**src/verilog/cfgPkg.sv**
```systemverilog
// board configuration word and its power-up values; triggerPoint and triggerTot live outside it
package cfgPkg;

	typedef logic [7:0] pwmLevel_t; // duty in 1/256 steps
	typedef pwmLevel_t [3:0] pwmLevels_t; // index is channel

	typedef struct packed {
		logic [7:0] boardId;
		logic [1:0] masterClock; // 00 own master, 01 slave
		logic imTheLast; // last board in the chain
		logic serialPassthrough; // another board owns the reply line
		logic rollingTrigger;
		logic [7:0] trigThresh;
		logic [7:0] trigThresh2; // must stay below this to trigger
		logic [3:0] triggerType; // bit0 rising edge
		logic [3:0] trigChannels; // per channel trigger enable
		logic [3:0] gainSw; // 1 selects the high gain resistor
		logic [4:0] downsample; // log2 of sample skip, max 30
	} scopeCfg_t;

	localparam scopeCfg_t cfgReset = '{
		boardId: 8'd200, // no id until the chain assigns one
		masterClock: 2'b00,
		imTheLast: 1'b0,
		serialPassthrough: 1'b0,
		rollingTrigger: 1'b1,
		trigThresh: 8'h80,
		trigThresh2: 8'hFF,
		triggerType: 4'b0001,
		trigChannels: 4'b1111,
		gainSw: 4'b0000,
		downsample: 5'd1
	};

	localparam pwmLevel_t pwmResetLevel = 8'd58; // about 23 percent duty
	localparam pwmLevels_t levelsReset = {4{pwmResetLevel}};

endpackage

```
**src/verilog/cmdPkg.sv**
```systemverilog
// command bytes and request strobes for the chain; argument counts cover only the kept opcodes
package cmdPkg;

	typedef logic [7:0] cmdByte_t; // one serial byte

	localparam cmdByte_t idBase = 8'd0; // 0-9 assign board id
	localparam cmdByte_t selectBase = 8'd10; // 10-19 pick board for readout
	localparam cmdByte_t lastBase = 8'd20; // 20-29 mark end of chain
	localparam cmdByte_t opArm = 8'd100;
	localparam cmdByte_t opRollOn = 8'd101;
	localparam cmdByte_t opRollOff = 8'd102;
	localparam cmdByte_t opSetTrigPoint = 8'd121; // 2 args, high byte first
	localparam cmdByte_t opDownsample = 8'd124;
	localparam cmdByte_t opTrigThresh = 8'd127;
	localparam cmdByte_t opTrigType = 8'd128;
	localparam cmdByte_t opTrigTot = 8'd129; // 2 args
	localparam cmdByte_t opTrigChan = 8'd130;
	localparam cmdByte_t opDelayCnt = 8'd132;
	localparam cmdByte_t opCarryCnt = 8'd133;
	localparam cmdByte_t opGainSw = 8'd134;
	localparam cmdByte_t opPwmLevel = 8'd135; // 2 args, channel then level
	localparam cmdByte_t opTrigThresh2 = 8'd140;

	// extra bytes that follow an opcode, unknown codes take none
	function automatic logic [1:0] argCountOf(cmdByte_t op);
		case (op)
			opSetTrigPoint, opTrigTot, opPwmLevel: return 2'd2;
			opDownsample, opTrigThresh, opTrigType, opTrigChan, opGainSw,
			opTrigThresh2: return 2'd1;
			default: return 2'd0;
		endcase
	endfunction

	typedef struct packed {
		logic valid; // one cycle per complete command
		cmdByte_t opcode;
		cmdByte_t arg0; // first argument, high byte of a word
		cmdByte_t arg1;
	} cmdFrame_t;

	typedef struct packed {
		logic valid;
		cmdByte_t data; // byte for the next board
	} fwdReq_t;

	typedef struct packed {
		logic valid;
		logic useCarry; // 0 sends delay counter
	} tdcReq_t;

	typedef struct packed {
		logic [5:0] board;
		logic [1:0] chan;
	} chanSelFields_t;

	// channel argument seen as a byte or as board*4+chan
	typedef union packed {
		cmdByte_t raw;
		chanSelFields_t sel;
	} chanSel_u;

endpackage

```
**src/verilog/cmdReceiver.sv**
```systemverilog
// needs bytes at least 4 clocks apart; opcode bytes of unknown commands are taken as zero-argument
`timescale 1ns/1ps

module cmdReceiver (
	input logic clk,
	input logic rstN,
	input logic rxReady, // one cycle per received byte
	input cmdPkg::cmdByte_t rxData,
	input cmdPkg::fwdReq_t fwd, // decided forwards from the config block
	output cmdPkg::cmdFrame_t frame,
	output cmdPkg::cmdByte_t comData,
	output logic newComData
);
	import cmdPkg::*;

	typedef enum logic {stIdle, stArgs} rxState_t;

	rxState_t state;
	cmdByte_t opcode; // opcode waiting for its arguments
	cmdByte_t firstArg;
	logic [1:0] argsWanted;
	logic [1:0] argsSeen;
	logic [1:0] rxArgCount;
	logic lastArg;

	assign rxArgCount = argCountOf(rxData);
	assign lastArg = (argsSeen + 2'd1) == argsWanted; // this byte completes the command

	always_ff @(posedge clk or negedge rstN) begin
		if (!rstN) begin
			state <= stIdle;
			argsWanted <= '0;
			argsSeen <= '0;
			frame <= '0;
			comData <= '0;
			newComData <= 1'b0;
		end else begin
			frame.valid <= 1'b0; // frames are single pulses
			newComData <= 1'b0;
			if (fwd.valid) begin
				comData <= fwd.data; // zero-argument forward, one cycle late
				newComData <= 1'b1;
			end
			if (rxReady) begin
				case (state)
					stIdle: begin
						if (rxArgCount == 2'd0) begin
							frame <= '{valid: 1'b1, opcode: rxData, arg0: '0, arg1: '0};
						end else begin
							comData <= rxData; // argument opcodes always go down the chain
							newComData <= 1'b1;
							argsWanted <= rxArgCount;
							argsSeen <= '0;
							state <= stArgs;
						end
					end
					stArgs: begin
						comData <= rxData; // arguments too
						newComData <= 1'b1;
						argsSeen <= argsSeen + 2'd1;
						if (lastArg) begin
							state <= stIdle;
							if (argsSeen == 2'd0) begin
								frame <= '{valid: 1'b1, opcode: opcode, arg0: rxData, arg1: '0};
							end else begin
								frame <= '{valid: 1'b1, opcode: opcode, arg0: firstArg,
									arg1: rxData};
							end
						end
					end
					default: state <= stIdle;
				endcase
			end
		end
	end

	// command bytes kept for frame assembly
	always_ff @(posedge clk) begin
		if (rxReady && state == stIdle) opcode <= rxData;
		if (rxReady && state == stArgs && argsSeen == 2'd0) firstArg <= rxData;
	end

	// downstream applies each frame once
	frameOneCycle: assert property (@(posedge clk) disable iff (!rstN)
		frame.valid |=> !frame.valid);

endmodule

```
**src/verilog/offsetPwm.sv**
```systemverilog
// counter steps every pwmPrescale+1 clocks, so one PWM period is 256*(pwmPrescale+1) clocks
`timescale 1ns/1ps

module offsetPwm #(
	parameter int pwmPrescale = 2 // extra clocks per counter step
) (
	input logic clk,
	input logic rstN,
	input cfgPkg::pwmLevels_t levels,
	output logic [3:0] offset // to the RC filters of the offset DACs
);
	import cfgPkg::*;

	localparam int preW = (pwmPrescale > 0) ? $clog2(pwmPrescale + 1) : 1;
	localparam logic [preW-1:0] preLast = preW'(pwmPrescale);

	logic [preW-1:0] preCount;
	pwmLevel_t pwmCount; // free running

	always_ff @(posedge clk or negedge rstN) begin
		if (!rstN) begin
			preCount <= '0;
			pwmCount <= '0;
		end else if (preCount == preLast) begin
			preCount <= '0;
			pwmCount <= pwmCount + 8'd1; // wraps at 256
		end else begin
			preCount <= preCount + 1'b1;
		end
	end

	always_comb begin
		for (int i = 0; i < 4; i++) begin
			offset[i] = levels[i] > pwmCount; // high for level counts of each period
		end
	end

endmodule

```
**src/verilog/scopeConfigRegs.sv**
```systemverilog
// applies one frame per pulse; two-byte values are high byte first and need ramWidth up to 15
`timescale 1ns/1ps

module scopeConfigRegs #(
	parameter int ramWidth = 12 // log2 of sample memory depth
) (
	input logic clk,
	input logic rstN,
	input cmdPkg::cmdFrame_t frame,
	output cfgPkg::scopeCfg_t cfg,
	output logic [ramWidth-1:0] triggerPoint,
	output logic [ramWidth:0] triggerTot,
	output cfgPkg::pwmLevels_t levels,
	output logic armTrigger, // one cycle
	output cmdPkg::fwdReq_t fwd,
	output cmdPkg::tdcReq_t tdcReq
);
	import cmdPkg::*;
	import cfgPkg::*;

	localparam int pointMin = 4;
	localparam int pointMax = 2 ** ramWidth - 16; // keep room for post-trigger samples
	localparam logic [ramWidth-1:0] pointReset = ramWidth'(2 ** (ramWidth - 2)); // quarter depth

	logic [15:0] argWord;
	logic [ramWidth-1:0] clampedPoint;
	logic [4:0] clampedDownsample;
	cmdByte_t selOffset;
	cmdByte_t lastOffset;
	chanSel_u chanSel;
	logic chanIsMine;

	assign argWord = {frame.arg0, frame.arg1};
	assign selOffset = frame.opcode - selectBase; // board named by a select byte
	assign lastOffset = frame.opcode - lastBase;
	assign chanSel.raw = frame.arg0;
	assign chanIsMine = {2'b00, chanSel.sel.board} == cfg.boardId;
	assign clampedDownsample = (frame.arg0 > 8'd30) ? 5'd30 : frame.arg0[4:0];

	always_comb begin
		if (argWord > pointMax) clampedPoint = ramWidth'(pointMax);
		else if (argWord < pointMin) clampedPoint = ramWidth'(pointMin);
		else clampedPoint = argWord[ramWidth-1:0];
	end

	always_ff @(posedge clk or negedge rstN) begin
		if (!rstN) begin
			cfg <= cfgReset;
			triggerPoint <= pointReset;
			triggerTot <= '0;
			levels <= levelsReset;
			armTrigger <= 1'b0;
			fwd <= '0;
			tdcReq <= '0;
		end else begin
			armTrigger <= 1'b0;
			fwd.valid <= 1'b0;
			tdcReq.valid <= 1'b0;
			if (frame.valid) begin
				case (frame.opcode) inside
					[idBase:idBase + 8'd9]: begin
						cfg.boardId <= frame.opcode - idBase;
						cfg.masterClock <= (frame.opcode == idBase) ? 2'b00 : 2'b01; // id 0 drives clock
						fwd <= '{valid: 1'b1, data: frame.opcode + 8'd1}; // next board gets id+1
					end
					[selectBase:selectBase + 8'd9]: begin
						if (selOffset == cfg.boardId) begin
							cfg.serialPassthrough <= 1'b0; // we answer
						end else begin
							cfg.serialPassthrough <= 1'b1;
							fwd <= '{valid: 1'b1, data: frame.opcode};
						end
					end
					[lastBase:lastBase + 8'd9]: begin
						cfg.imTheLast <= lastOffset == cfg.boardId;
						fwd <= '{valid: 1'b1, data: frame.opcode};
					end
					opArm: begin
						armTrigger <= 1'b1;
						fwd <= '{valid: 1'b1, data: frame.opcode};
					end
					opRollOn, opRollOff: begin
						cfg.rollingTrigger <= frame.opcode == opRollOn;
						fwd <= '{valid: 1'b1, data: frame.opcode};
					end
					opDelayCnt, opCarryCnt: begin
						if (cfg.serialPassthrough) begin
							fwd <= '{valid: 1'b1, data: frame.opcode}; // selected board is further on
						end else begin
							tdcReq <= '{valid: 1'b1, useCarry: frame.opcode == opCarryCnt};
						end
					end
					opSetTrigPoint: triggerPoint <= clampedPoint;
					opDownsample: cfg.downsample <= clampedDownsample;
					opTrigThresh: cfg.trigThresh <= frame.arg0;
					opTrigThresh2: cfg.trigThresh2 <= frame.arg0;
					opTrigType: cfg.triggerType <= frame.arg0[3:0];
					opTrigTot: triggerTot <= argWord[ramWidth:0];
					opTrigChan: begin
						if (chanIsMine) begin
							cfg.trigChannels[chanSel.sel.chan] <= ~cfg.trigChannels[chanSel.sel.chan];
						end
					end
					opGainSw: begin
						if (chanIsMine) cfg.gainSw[chanSel.sel.chan] <= ~cfg.gainSw[chanSel.sel.chan];
					end
					opPwmLevel: begin
						if (chanIsMine) levels[chanSel.sel.chan] <= frame.arg1;
					end
					default: ; // ignored, not forwarded
				endcase
			end
		end
	end

	// the capture address math downstream relies on this window
	trigPointInRange: assert property (@(posedge clk) disable iff (!rstN)
		triggerPoint >= pointMin && triggerPoint <= pointMax);

	// a reply and a forward would both claim the same command byte
	fwdOrReply: assert property (@(posedge clk) disable iff (!rstN)
		!(fwd.valid && tdcReq.valid));

endmodule

```
**src/verilog/scopeController.sv**
```systemverilog
// command side only; serial bytes must be at least 4 clocks apart, chain forward has no back-pressure
`timescale 1ns/1ps

module scopeController #(
	parameter int ramWidth = 12, // sample memory address bits
	parameter int pwmPrescale = 2
) (
	input logic clk,
	input logic rstN,
	input logic rxReady,
	input cmdPkg::cmdByte_t rxData,
	input logic txBusy,
	input logic [7:0] delayCounter, // TDC results
	input logic [7:0] carryCounter,
	output logic txStart,
	output cmdPkg::cmdByte_t txData,
	output cmdPkg::cmdByte_t comData, // to next board
	output logic newComData,
	output cfgPkg::scopeCfg_t cfg,
	output logic [ramWidth-1:0] triggerPoint,
	output logic [ramWidth:0] triggerTot,
	output logic armTrigger,
	output logic [3:0] offset
);
	import cmdPkg::*;
	import cfgPkg::*;

	cmdFrame_t frame;
	fwdReq_t fwd;
	tdcReq_t tdcReq;
	pwmLevels_t levels;

	cmdReceiver cmdReceiver_inst (
		.clk(clk), .rstN(rstN), .rxReady(rxReady), .rxData(rxData), .fwd(fwd),
		.frame(frame), .comData(comData), .newComData(newComData)
	);

	scopeConfigRegs #(.ramWidth(ramWidth)) scopeConfigRegs_inst (
		.clk(clk), .rstN(rstN), .frame(frame), .cfg(cfg), .triggerPoint(triggerPoint),
		.triggerTot(triggerTot), .levels(levels), .armTrigger(armTrigger), .fwd(fwd),
		.tdcReq(tdcReq)
	);

	offsetPwm #(.pwmPrescale(pwmPrescale)) offsetPwm_inst (
		.clk(clk), .rstN(rstN), .levels(levels), .offset(offset)
	);

	tdcReply tdcReply_inst (
		.clk(clk), .rstN(rstN), .tdcReq(tdcReq), .delayCounter(delayCounter),
		.carryCounter(carryCounter), .txBusy(txBusy), .txStart(txStart), .txData(txData)
	);

endmodule

```
**src/verilog/tdcReply.sv**
```systemverilog
// one byte per request; new requests are dropped while a byte waits on txBusy
`timescale 1ns/1ps

module tdcReply (
	input logic clk,
	input logic rstN,
	input cmdPkg::tdcReq_t tdcReq,
	input logic [7:0] delayCounter,
	input logic [7:0] carryCounter,
	input logic txBusy, // UART still shifting
	output logic txStart,
	output cmdPkg::cmdByte_t txData
);
	logic pending; // byte latched, transmitter busy
	logic accept;

	assign accept = tdcReq.valid && !pending;

	always_ff @(posedge clk or negedge rstN) begin
		if (!rstN) begin
			pending <= 1'b0;
			txStart <= 1'b0;
		end else begin
			txStart <= 1'b0;
			if (accept) begin
				if (txBusy) pending <= 1'b1;
				else txStart <= 1'b1; // straight out when idle
			end else if (pending && !txBusy) begin
				txStart <= 1'b1;
				pending <= 1'b0;
			end
		end
	end

	// counter sampled at request time and held until sent
	always_ff @(posedge clk) begin
		if (accept) txData <= tdcReq.useCarry ? carryCounter : delayCounter;
	end

	// UART takes one start strobe per byte
	txStartPulse: assert property (@(posedge clk) disable iff (!rstN)
		txStart |=> !txStart);

endmodule
```
**config.mk**
```make
export PLATFORM = sky130hd
export DESIGN_NAME = scopeController
export DESIGN_NICKNAME = d
export VERILOG_FILES = /design/src/verilog/cfgPkg.sv /design/src/verilog/cmdPkg.sv /design/src/verilog/cmdReceiver.sv /design/src/verilog/offsetPwm.sv /design/src/verilog/scopeConfigRegs.sv /design/src/verilog/scopeController.sv /design/src/verilog/tdcReply.sv
export SDC_FILE = /design/constraint.sdc
export NUM_CORES = 1
export LEC_CHECK = 0
export BUFFER_PORTS_ARGS = -buffer_cell sky130_fd_sc_hd__buf_4
export CAP_MARGIN = 20
export CORE_MARGIN = 4
export CORE_UTILIZATION = 52
export DETAILED_ROUTE_END_ITERATION = 8
export HOLD_SLACK_MARGIN = 0.1
export PLACE_DENSITY = 0.73
export REMOVE_ABC_BUFFERS = 1
export SLEW_MARGIN = 20
export SYNTH_ARGS = -nofsm -noshare
export SYNTH_HDL_FRONTEND = slang
export SYNTH_HIERARCHICAL = 1
export SYNTH_SLANG_ARGS = --single-unit
```
**constraint.sdc**
```tcl
create_clock -name clk -period 4.1 [get_ports clk]
set_input_delay 0.82 -clock clk [delete_from_list [all_inputs] [get_ports clk]]
set_output_delay 0.82 -clock clk [all_outputs]
set_load 0.05 [all_outputs]
```
==> flow_metrics.env, run 1 <==
export IMPL_synth_adder_area_share_pct=5.949
export IMPL_synthCells=833
export IMPL_grt_max_degree=77
export IMPL_register_area_sq_mm=0.004895
export IMPL_finalSetupViolCount=0
export IMPL_vias=6997
export IMPL_ctsHoldBuffers=0
export IMPL_cts_buffer_depth=2
export IMPL_slowest_stage="nor4_4"
export IMPL_clk_pin_slew_worst_paths_ns=0.07
export IMPL_cts_sinks=189
export IMPL_p_int_mw=3.711
export IMPL_multi_input_area_sq_mm=0.004666
export IMPL_yosysSeqAreaShare_pct=49.51
export IMPL_tightestPinTransition_ns=0.9920
export IMPL_crit_family="simple AND/OR/NAND/NOR gates"
export IMPL_r2r_end="scopeConfigRegs_inst/cfg[30]$_DFFE_PN0P_"
export IMPL_drt_initial_drc_count=437
export IMPL_power_static_leakage_nw=5.369
export IMPL_nets=1016
export IMPL_rows=50
export IMPL_cts_tree="done"
export IMPL_routabilityCongestion=0.9485
export IMPL_drt_antenna_violating_nets=0
export IMPL_cp_max_fo=11
export IMPL_synth_edf_count=24
export IMPL_period_needed_ns=3.370
export IMPL_switching_share_pct=36.18
export IMPL_setup_tns_ns=0
export IMPL_pwr_share_seq_pct=40.8
export IMPL_hpwl_um=17270
export IMPL_placedCellCount=1156
export IMPL_end_kind="flip-flop"
export IMPL_outcome="complete, no violations"
export IMPL_critPathMaxStageDelay_ns=0.64
export IMPL_synth_cell_types=97
export IMPL_drive_gt1_share_pct=28.41
export IMPL_cp_cell_sequence="inv_1, ha_1, nand2_1, o21ai_0, a21boi_0, nand2b_2, nor4_4, mux2_1"
export IMPL_pin_count=122
export IMPL_netlist_area_sq_mm=0.009886
export IMPL_antenna_found_initial=0
export IMPL_comb_power_share_pct=30.1
export IMPL_cts_buffers=17
export IMPL_drt_wl_total_um=23850
export IMPL_drc=0
export IMPL_ff2ff_setup_slack_ns=0.73
export IMPL_power_share_clock_pct=29.1
export IMPL_rsz0062_at_grt="false"
export IMPL_final_cells=1188
export IMPL_synth_top_family_by_area="simple AND/OR/NAND/NOR gates"
export IMPL_synthMuxAreaShare_pct=12.28
export IMPL_synth_flop_cell="dfrtp_1"
export IMPL_grt_ovfl_total=0
export IMPL_fin_crit_sh_pct=82.19
export IMPL_die_h_um=145.9
export IMPL_p_total_mw=5.815
export IMPL_cts_htree_levels=4
export IMPL_hp_class="in2async"
export IMPL_hold_viol=0
export IMPL_grt_pass1_vias=7166
export IMPL_arrival_ns=3.68
export IMPL_track_usage_pct=22.70
export IMPL_drv_slew=0
export IMPL_synth_compound_area_share_pct=11.99
export IMPL_synth_xor_area_share_pct=3.544
export IMPL_finalClockSkew_ns=0.006856
export IMPL_fmax_ghz=0.2968
export IMPL_slew_headroom_pct=33.36
export IMPL_final_cell_mix="129 x dfrtp_1, 126 x buf_4, 61 x mux2_1"
export IMPL_max_vdd_ir_drop_v=0.0003198
export IMPL_cts_root_buf="clkbuf_16"
export IMPL_required_ns=4.41
export IMPL_yosysWarnings=6
export IMPL_reg2reg_depth=8
export IMPL_reg2reg_from="cmdReceiver_inst/frame[17]$_DFFE_PN0P_"
export IMPL_cap_violations=0
export IMPL_clock_latency_ns=0.43
export IMPL_yosys_area_share_simple_pct=13.34
export IMPL_fillers=1474
export IMPL_wl_per_cell_um=20.07
export IMPL_dieArea_sq_mm=0.02128
export IMPL_antenna_cells=0
export IMPL_ys_seq_elements=189
export IMPL_p_per_area_mw_per_mm2=502.8
export IMPL_syn_to_final_growth_pct=16.98
export IMPL_post_cts_buffers=0
export IMPL_net_switching_power_mw=2.104
export IMPL_start_util_pct=52.85
export IMPL_drtPass1Iterations=4
export IMPL_startpoint="cmdReceiver_inst/frame[17]$_DFFE_PN0P_"
export IMPL_final_common_cell="dfrtp_1"
export IMPL_coreArea_sq_mm=0.01871
export IMPL_grt_pass1_wl_um=39070
export IMPL_die_w_um=145.9
export IMPL_synthArstFlopShare_pct=87.30
export IMPL_critPathLaunchType="flip-flop"
export IMPL_crit_buf_inv=1
export IMPL_postCtsResizedCells=0
export IMPL_portBuffers=120
export IMPL_via_per_inst=5.890
export IMPL_synth_avg_cell_area_sq_um=11.87
export IMPL_worstSetupPathType="reg2reg"
[worst reg2reg max path, stage by stage, from the launching register on]
cell,delay (ns)
dfrtp_1,0.62
inv_1,0.22
ha_1,0.37
nand2_1,0.21
o21ai_0,0.20
a21boi_0,0.41
nand2b_2,0.19
nor4_4,0.64
mux2_1,0.39
[through the flow]
| step | setup WS, ns | hold WS, ns | util (%) | cell area, sq um |
|---|---|---|---|---|
| 6_report | 0.7302 | 0.3426 | 61.83 | 11560 |
| 5_1_grt | 0.4469 | 0.3758 | 61.83 | 11560 |
| 4_1_cts | 0.7580 | 0.3586 | 61.83 | 11560 |
| 3_5_place_dp | 0.7655 | 0.4644 | 58.57 | 10960 |
| 3_3_place_gp | 0.8365 | 0.4352 | 58.57 | 10960 |
| 2_1_floorplan | 0.2766 | 0.4118 | - | 9679 |
[cells by family (layout without fill, tap and decap cells)]
kind of cell,count (synthesis),in the layout
buf+inv,72,193
mux,106,106
compound gates,154,154
other cells,1,1
simple gates,224,224
xor+xnor,40,40
flops,189,189
fa+ha+maj,47,47
[power by group through the flow]
stage               clock network [mW]  registers, mW  logic, mW
CTS                               1.72           2.37       1.75
global route                      1.80           2.40       1.89
global placement                     0           2.40       1.73
finish                            1.69           2.37       1.75
floorplan                            0           2.66      0.907
detailed placement                   0           2.40       1.74
[area by class of cell]
type	instances	share of cell area [%]
repair buffers	128	8.450
flip-flops and latches	189	42.32
clock inverters	11	1.114
multi-input cells	572	40.34
inverters	33	1.082
well taps	234	2.532
clock buffers	21	4.155
[cell usage after synthesis, types with 4 or more instances]
cell	instances	area, sq um
clkbuf_1	20	75.07
and3_1	11	68.82
a21oi_1	32	160.2
dfrtp_1	129	3228
nand4_1	15	93.84
o22a_1	5	43.79
a221o_1	9	90.09
nand3_1	15	75.07
nor4_1	8	50.05
nor2b_1	15	93.84
xor2_1	15	131.4
buf_6	5	56.30
nand2b_1	11	68.82
nor3_1	12	60.06
ha_1	47	588.1
o211ai_1	7	52.55
buf_2	9	45.04
inv_1	30	112.6
mux2i_1	8	80.08
xnor2_1	25	219.0
o21ai_0	23	115.1
a22o_1	15	131.4
nand2_1	48	180.2
mux2_1	61	686.9
o2bb2ai_1	9	78.83
nor2_1	40	150.1
and2_1	6	37.54
mux2_2	29	326.6
a22oi_1	8	60.06
dfstp_2	36	945.9
or3_1	4	25.02
a21boi_0	4	30.03
edfxtp_1	24	720.7
mux2_4	8	120.1
[metal layers]
metal | global-route usage (%) | wire length (um) | vias up
li1 | - | - | 3269
met1 | 31.32 | 10800 | 3501
met2 | 37.01 | 11430 | 199
met3 | 4.017 | 1194 | 28
met4 | 6.695 | 422 | 0
met5 | 0 | 0 | -
[flip-flops by register name, summed over array words and instances, names as in the netlist, 9 cells and up]
name and cells:
scopeConfigRegs_inst/triggerPoint 12, cmdReceiver_inst/frame 25, scopeConfigRegs_inst/levels 32, scopeConfigRegs_inst/fwd 9, scopeConfigRegs_inst/triggerTot 13, scopeConfigRegs_inst/cfg 45
[worst max-delay path by stage]
stage	cells past startpoint	to
after floorplan	7	scopeConfigRegs_inst/triggerPoint[2]$_DFFE_PN0P_
after global placement	8	scopeConfigRegs_inst/cfg[31]$_DFFE_PN0P_
after detailed placement	8	scopeConfigRegs_inst/cfg[30]$_DFFE_PN0P_
after CTS	8	scopeConfigRegs_inst/cfg[30]$_DFFE_PN0P_
after global routing	8	scopeConfigRegs_inst/cfg[30]$_DFFE_PN0P_
final	8	scopeConfigRegs_inst/cfg[30]$_DFFE_PN0P_
No activity file was read; power rests on OpenSTA's default activity.
==> run 2, diff against run 1 <==
Clock period 4.1 ns to 3.2 ns, I/O delays scaled along.
==> flow_metrics.env, run 2 (synthesized netlist as in run 1, its figures left out) <==
export IMPL_vias=7122
export IMPL_syn_to_final_growth_pct=18.86
export IMPL_cts_htree_levels=4
export IMPL_rows=50
export IMPL_ff2ff_setup_slack_ns=0.30
export IMPL_cts_buffers=17
export IMPL_antenna_found_initial=0
export IMPL_nets=1034
export IMPL_grt_max_degree=74
export IMPL_arrival_ns=3.21
export IMPL_placedCellCount=1174
export IMPL_drt_antenna_violating_nets=0
export IMPL_cap_violations=0
export IMPL_stdcell_area_sq_mm=0.01175
export IMPL_fin_crit_sh_pct=90.56
export IMPL_coreArea_sq_mm=0.01871
export IMPL_tightestPinTransition_ns=0.8070
export IMPL_outcome="complete, no violations"
export IMPL_register_area_sq_mm=0.004896
export IMPL_required_ns=3.51
export IMPL_rsz0062_at_grt="false"
export IMPL_die_w_um=145.9
export IMPL_cts_sinks=189
export IMPL_finalSetupViolCount=0
export IMPL_cp_max_fo=12
export IMPL_post_dp_cell_area_sq_mm=0.01110
export IMPL_max_vdd_ir_drop_v=0.0004552
export IMPL_clk_pin_slew_worst_paths_ns=0.07
export IMPL_pin_count=122
export IMPL_p_total_mw=7.676
export IMPL_hp_class="in2async"
export IMPL_routabilityCongestion=0.9084
export IMPL_final_cells=1206
export IMPL_critPathLaunchType="flip-flop"
export IMPL_drv_slew=0
export IMPL_cts_buffer_depth=2
export IMPL_hpwl_um=17350
export IMPL_worstSetupPathType="reg2reg"
export IMPL_power_static_leakage_nw=5.485
export IMPL_period_needed_ns=2.898
export IMPL_cts_tree="done"
export IMPL_final_cell_mix="143 x buf_4, 128 x dfrtp_1, 61 x mux2_1"
export IMPL_via_per_inst=5.905
export IMPL_fillers=1499
export IMPL_wl_per_cell_um=20.04
export IMPL_drc=0
export IMPL_largest_register_ffs=45
export IMPL_drtPass1Iterations=5
export IMPL_grt_ovfl_total=0
export IMPL_portBuffers=120
export IMPL_grt_pass1_wl_um=39410
export IMPL_start_util_pct=52.85
export IMPL_grt_pass1_vias=7087
export IMPL_drive_gt1_share_pct=29.84
export IMPL_ctsHoldBuffers=0
export IMPL_drt_wl_total_um=24170
export IMPL_multi_input_area_sq_mm=0.004666
export IMPL_antenna_cells=0
export IMPL_hold_viol=0
export IMPL_final_common_cell="buf_4"
export IMPL_whs_ns=0.2342
export IMPL_p_per_area_mw_per_mm2=653.3
export IMPL_pre_cts_ws_ns=0.1782
export IMPL_die_h_um=145.9
export IMPL_reg_top3="scopeConfigRegs_inst/cfg: 45 flops, scopeConfigRegs_inst/levels: 32 flops, cmdReceiver_inst/frame: 25 flops"
export IMPL_regMostFlops="scopeConfigRegs_inst/cfg"
export IMPL_finalClockSkew_ns=0.008519
export IMPL_cts_root_buf="clkbuf_16"
export IMPL_end_kind="flip-flop"
export IMPL_fmax_ghz=0.3451
export IMPL_dieArea_sq_mm=0.02128
export IMPL_timing_final_ws_setup_ns=0.3022
export IMPL_clock_latency_ns=0.43
export IMPL_track_usage_pct=23.03
export IMPL_drt_initial_drc_count=574
export IMPL_slew_headroom_pct=45.70
## run 2: power breakdown
part / total [mW] / internal, mW / switching (mW)
combinational: 2.37 / 0.878 / 1.49
clock: 2.30 / 1.38 / 0.924
sequential: 3.00 / 2.69 / 0.312
## run 2: layout make-up
class / instances / share of cell area (%)
Clock buffer: 20 / 3.972
Clock inverter: 12 / 1.523
Inverter: 33 / 1.065
Multi-Input combinational cell: 572 / 39.71
Sequential cell: 189 / 41.67
Tap cell: 234 / 2.492
Timing Repair Buffer: 146 / 9.573
## run 2: metal layers
layer / share of wire, % / vias up / global-route usage (%)
met5: 0 / - / 0
met4: 1.0 / 0 / 4.891
met3: 6.0 / 18 / 4.609
met2: 48 / 233 / 37.01
met1: 45 / 3566 / 32.76
li1: - / 3305 / -
## run 2: metrics by stage
step / utilization [%] / setup TNS (ns)
5_1_grt: 62.82 / 0
3_5_place_dp: 59.36 / 0
2_1_floorplan: - / -4.997
3_3_place_gp: 59.36 / 0
6_report: 62.82 / 0
4_1_cts: 62.81 / 0
## run 2: worst paths after layout
path	depth (start not counted)	startpoint	to
min in group clk	2	txBusy	tdcReply_inst/pending$_DFFE_PN0P_
worst min-delay path	1	rstN	offsetPwm_inst/pwmCount[3]$_DFFE_PN0N_
max in group asynchronous	2	rstN	scopeConfigRegs_inst/cfg[32]$_DFFE_PN1P_
worst min register to register	1	offsetPwm_inst/preCount[1]$_DFF_PN0_	offsetPwm_inst/preCount[0]$_DFF_PN0_
worst max-delay path	9	cmdReceiver_inst/frame[18]$_DFFE_PN0P_	scopeConfigRegs_inst/cfg[27]$_DFFE_PN0P_
worst max register to register	9	cmdReceiver_inst/frame[18]$_DFFE_PN0P_	scopeConfigRegs_inst/cfg[27]$_DFFE_PN0P_
## run 2: timing repair
action	4_1_cts	5_1_grt
gates resized for setup	0	1
setup endpoints to repair	0	14
buffers inserted	0	0
## run 2: critical path, cell delays in order (launching register included)
cell and delay [ns]:
dfrtp_1 0.38, buf_4 0.18, ha_1 0.30, a211oi_2 0.33, a221o_1 0.25, nand3_2 0.17
nand2b_2 0.30, nor4_4 0.32, buf_4 0.23, mux2_1 0.33
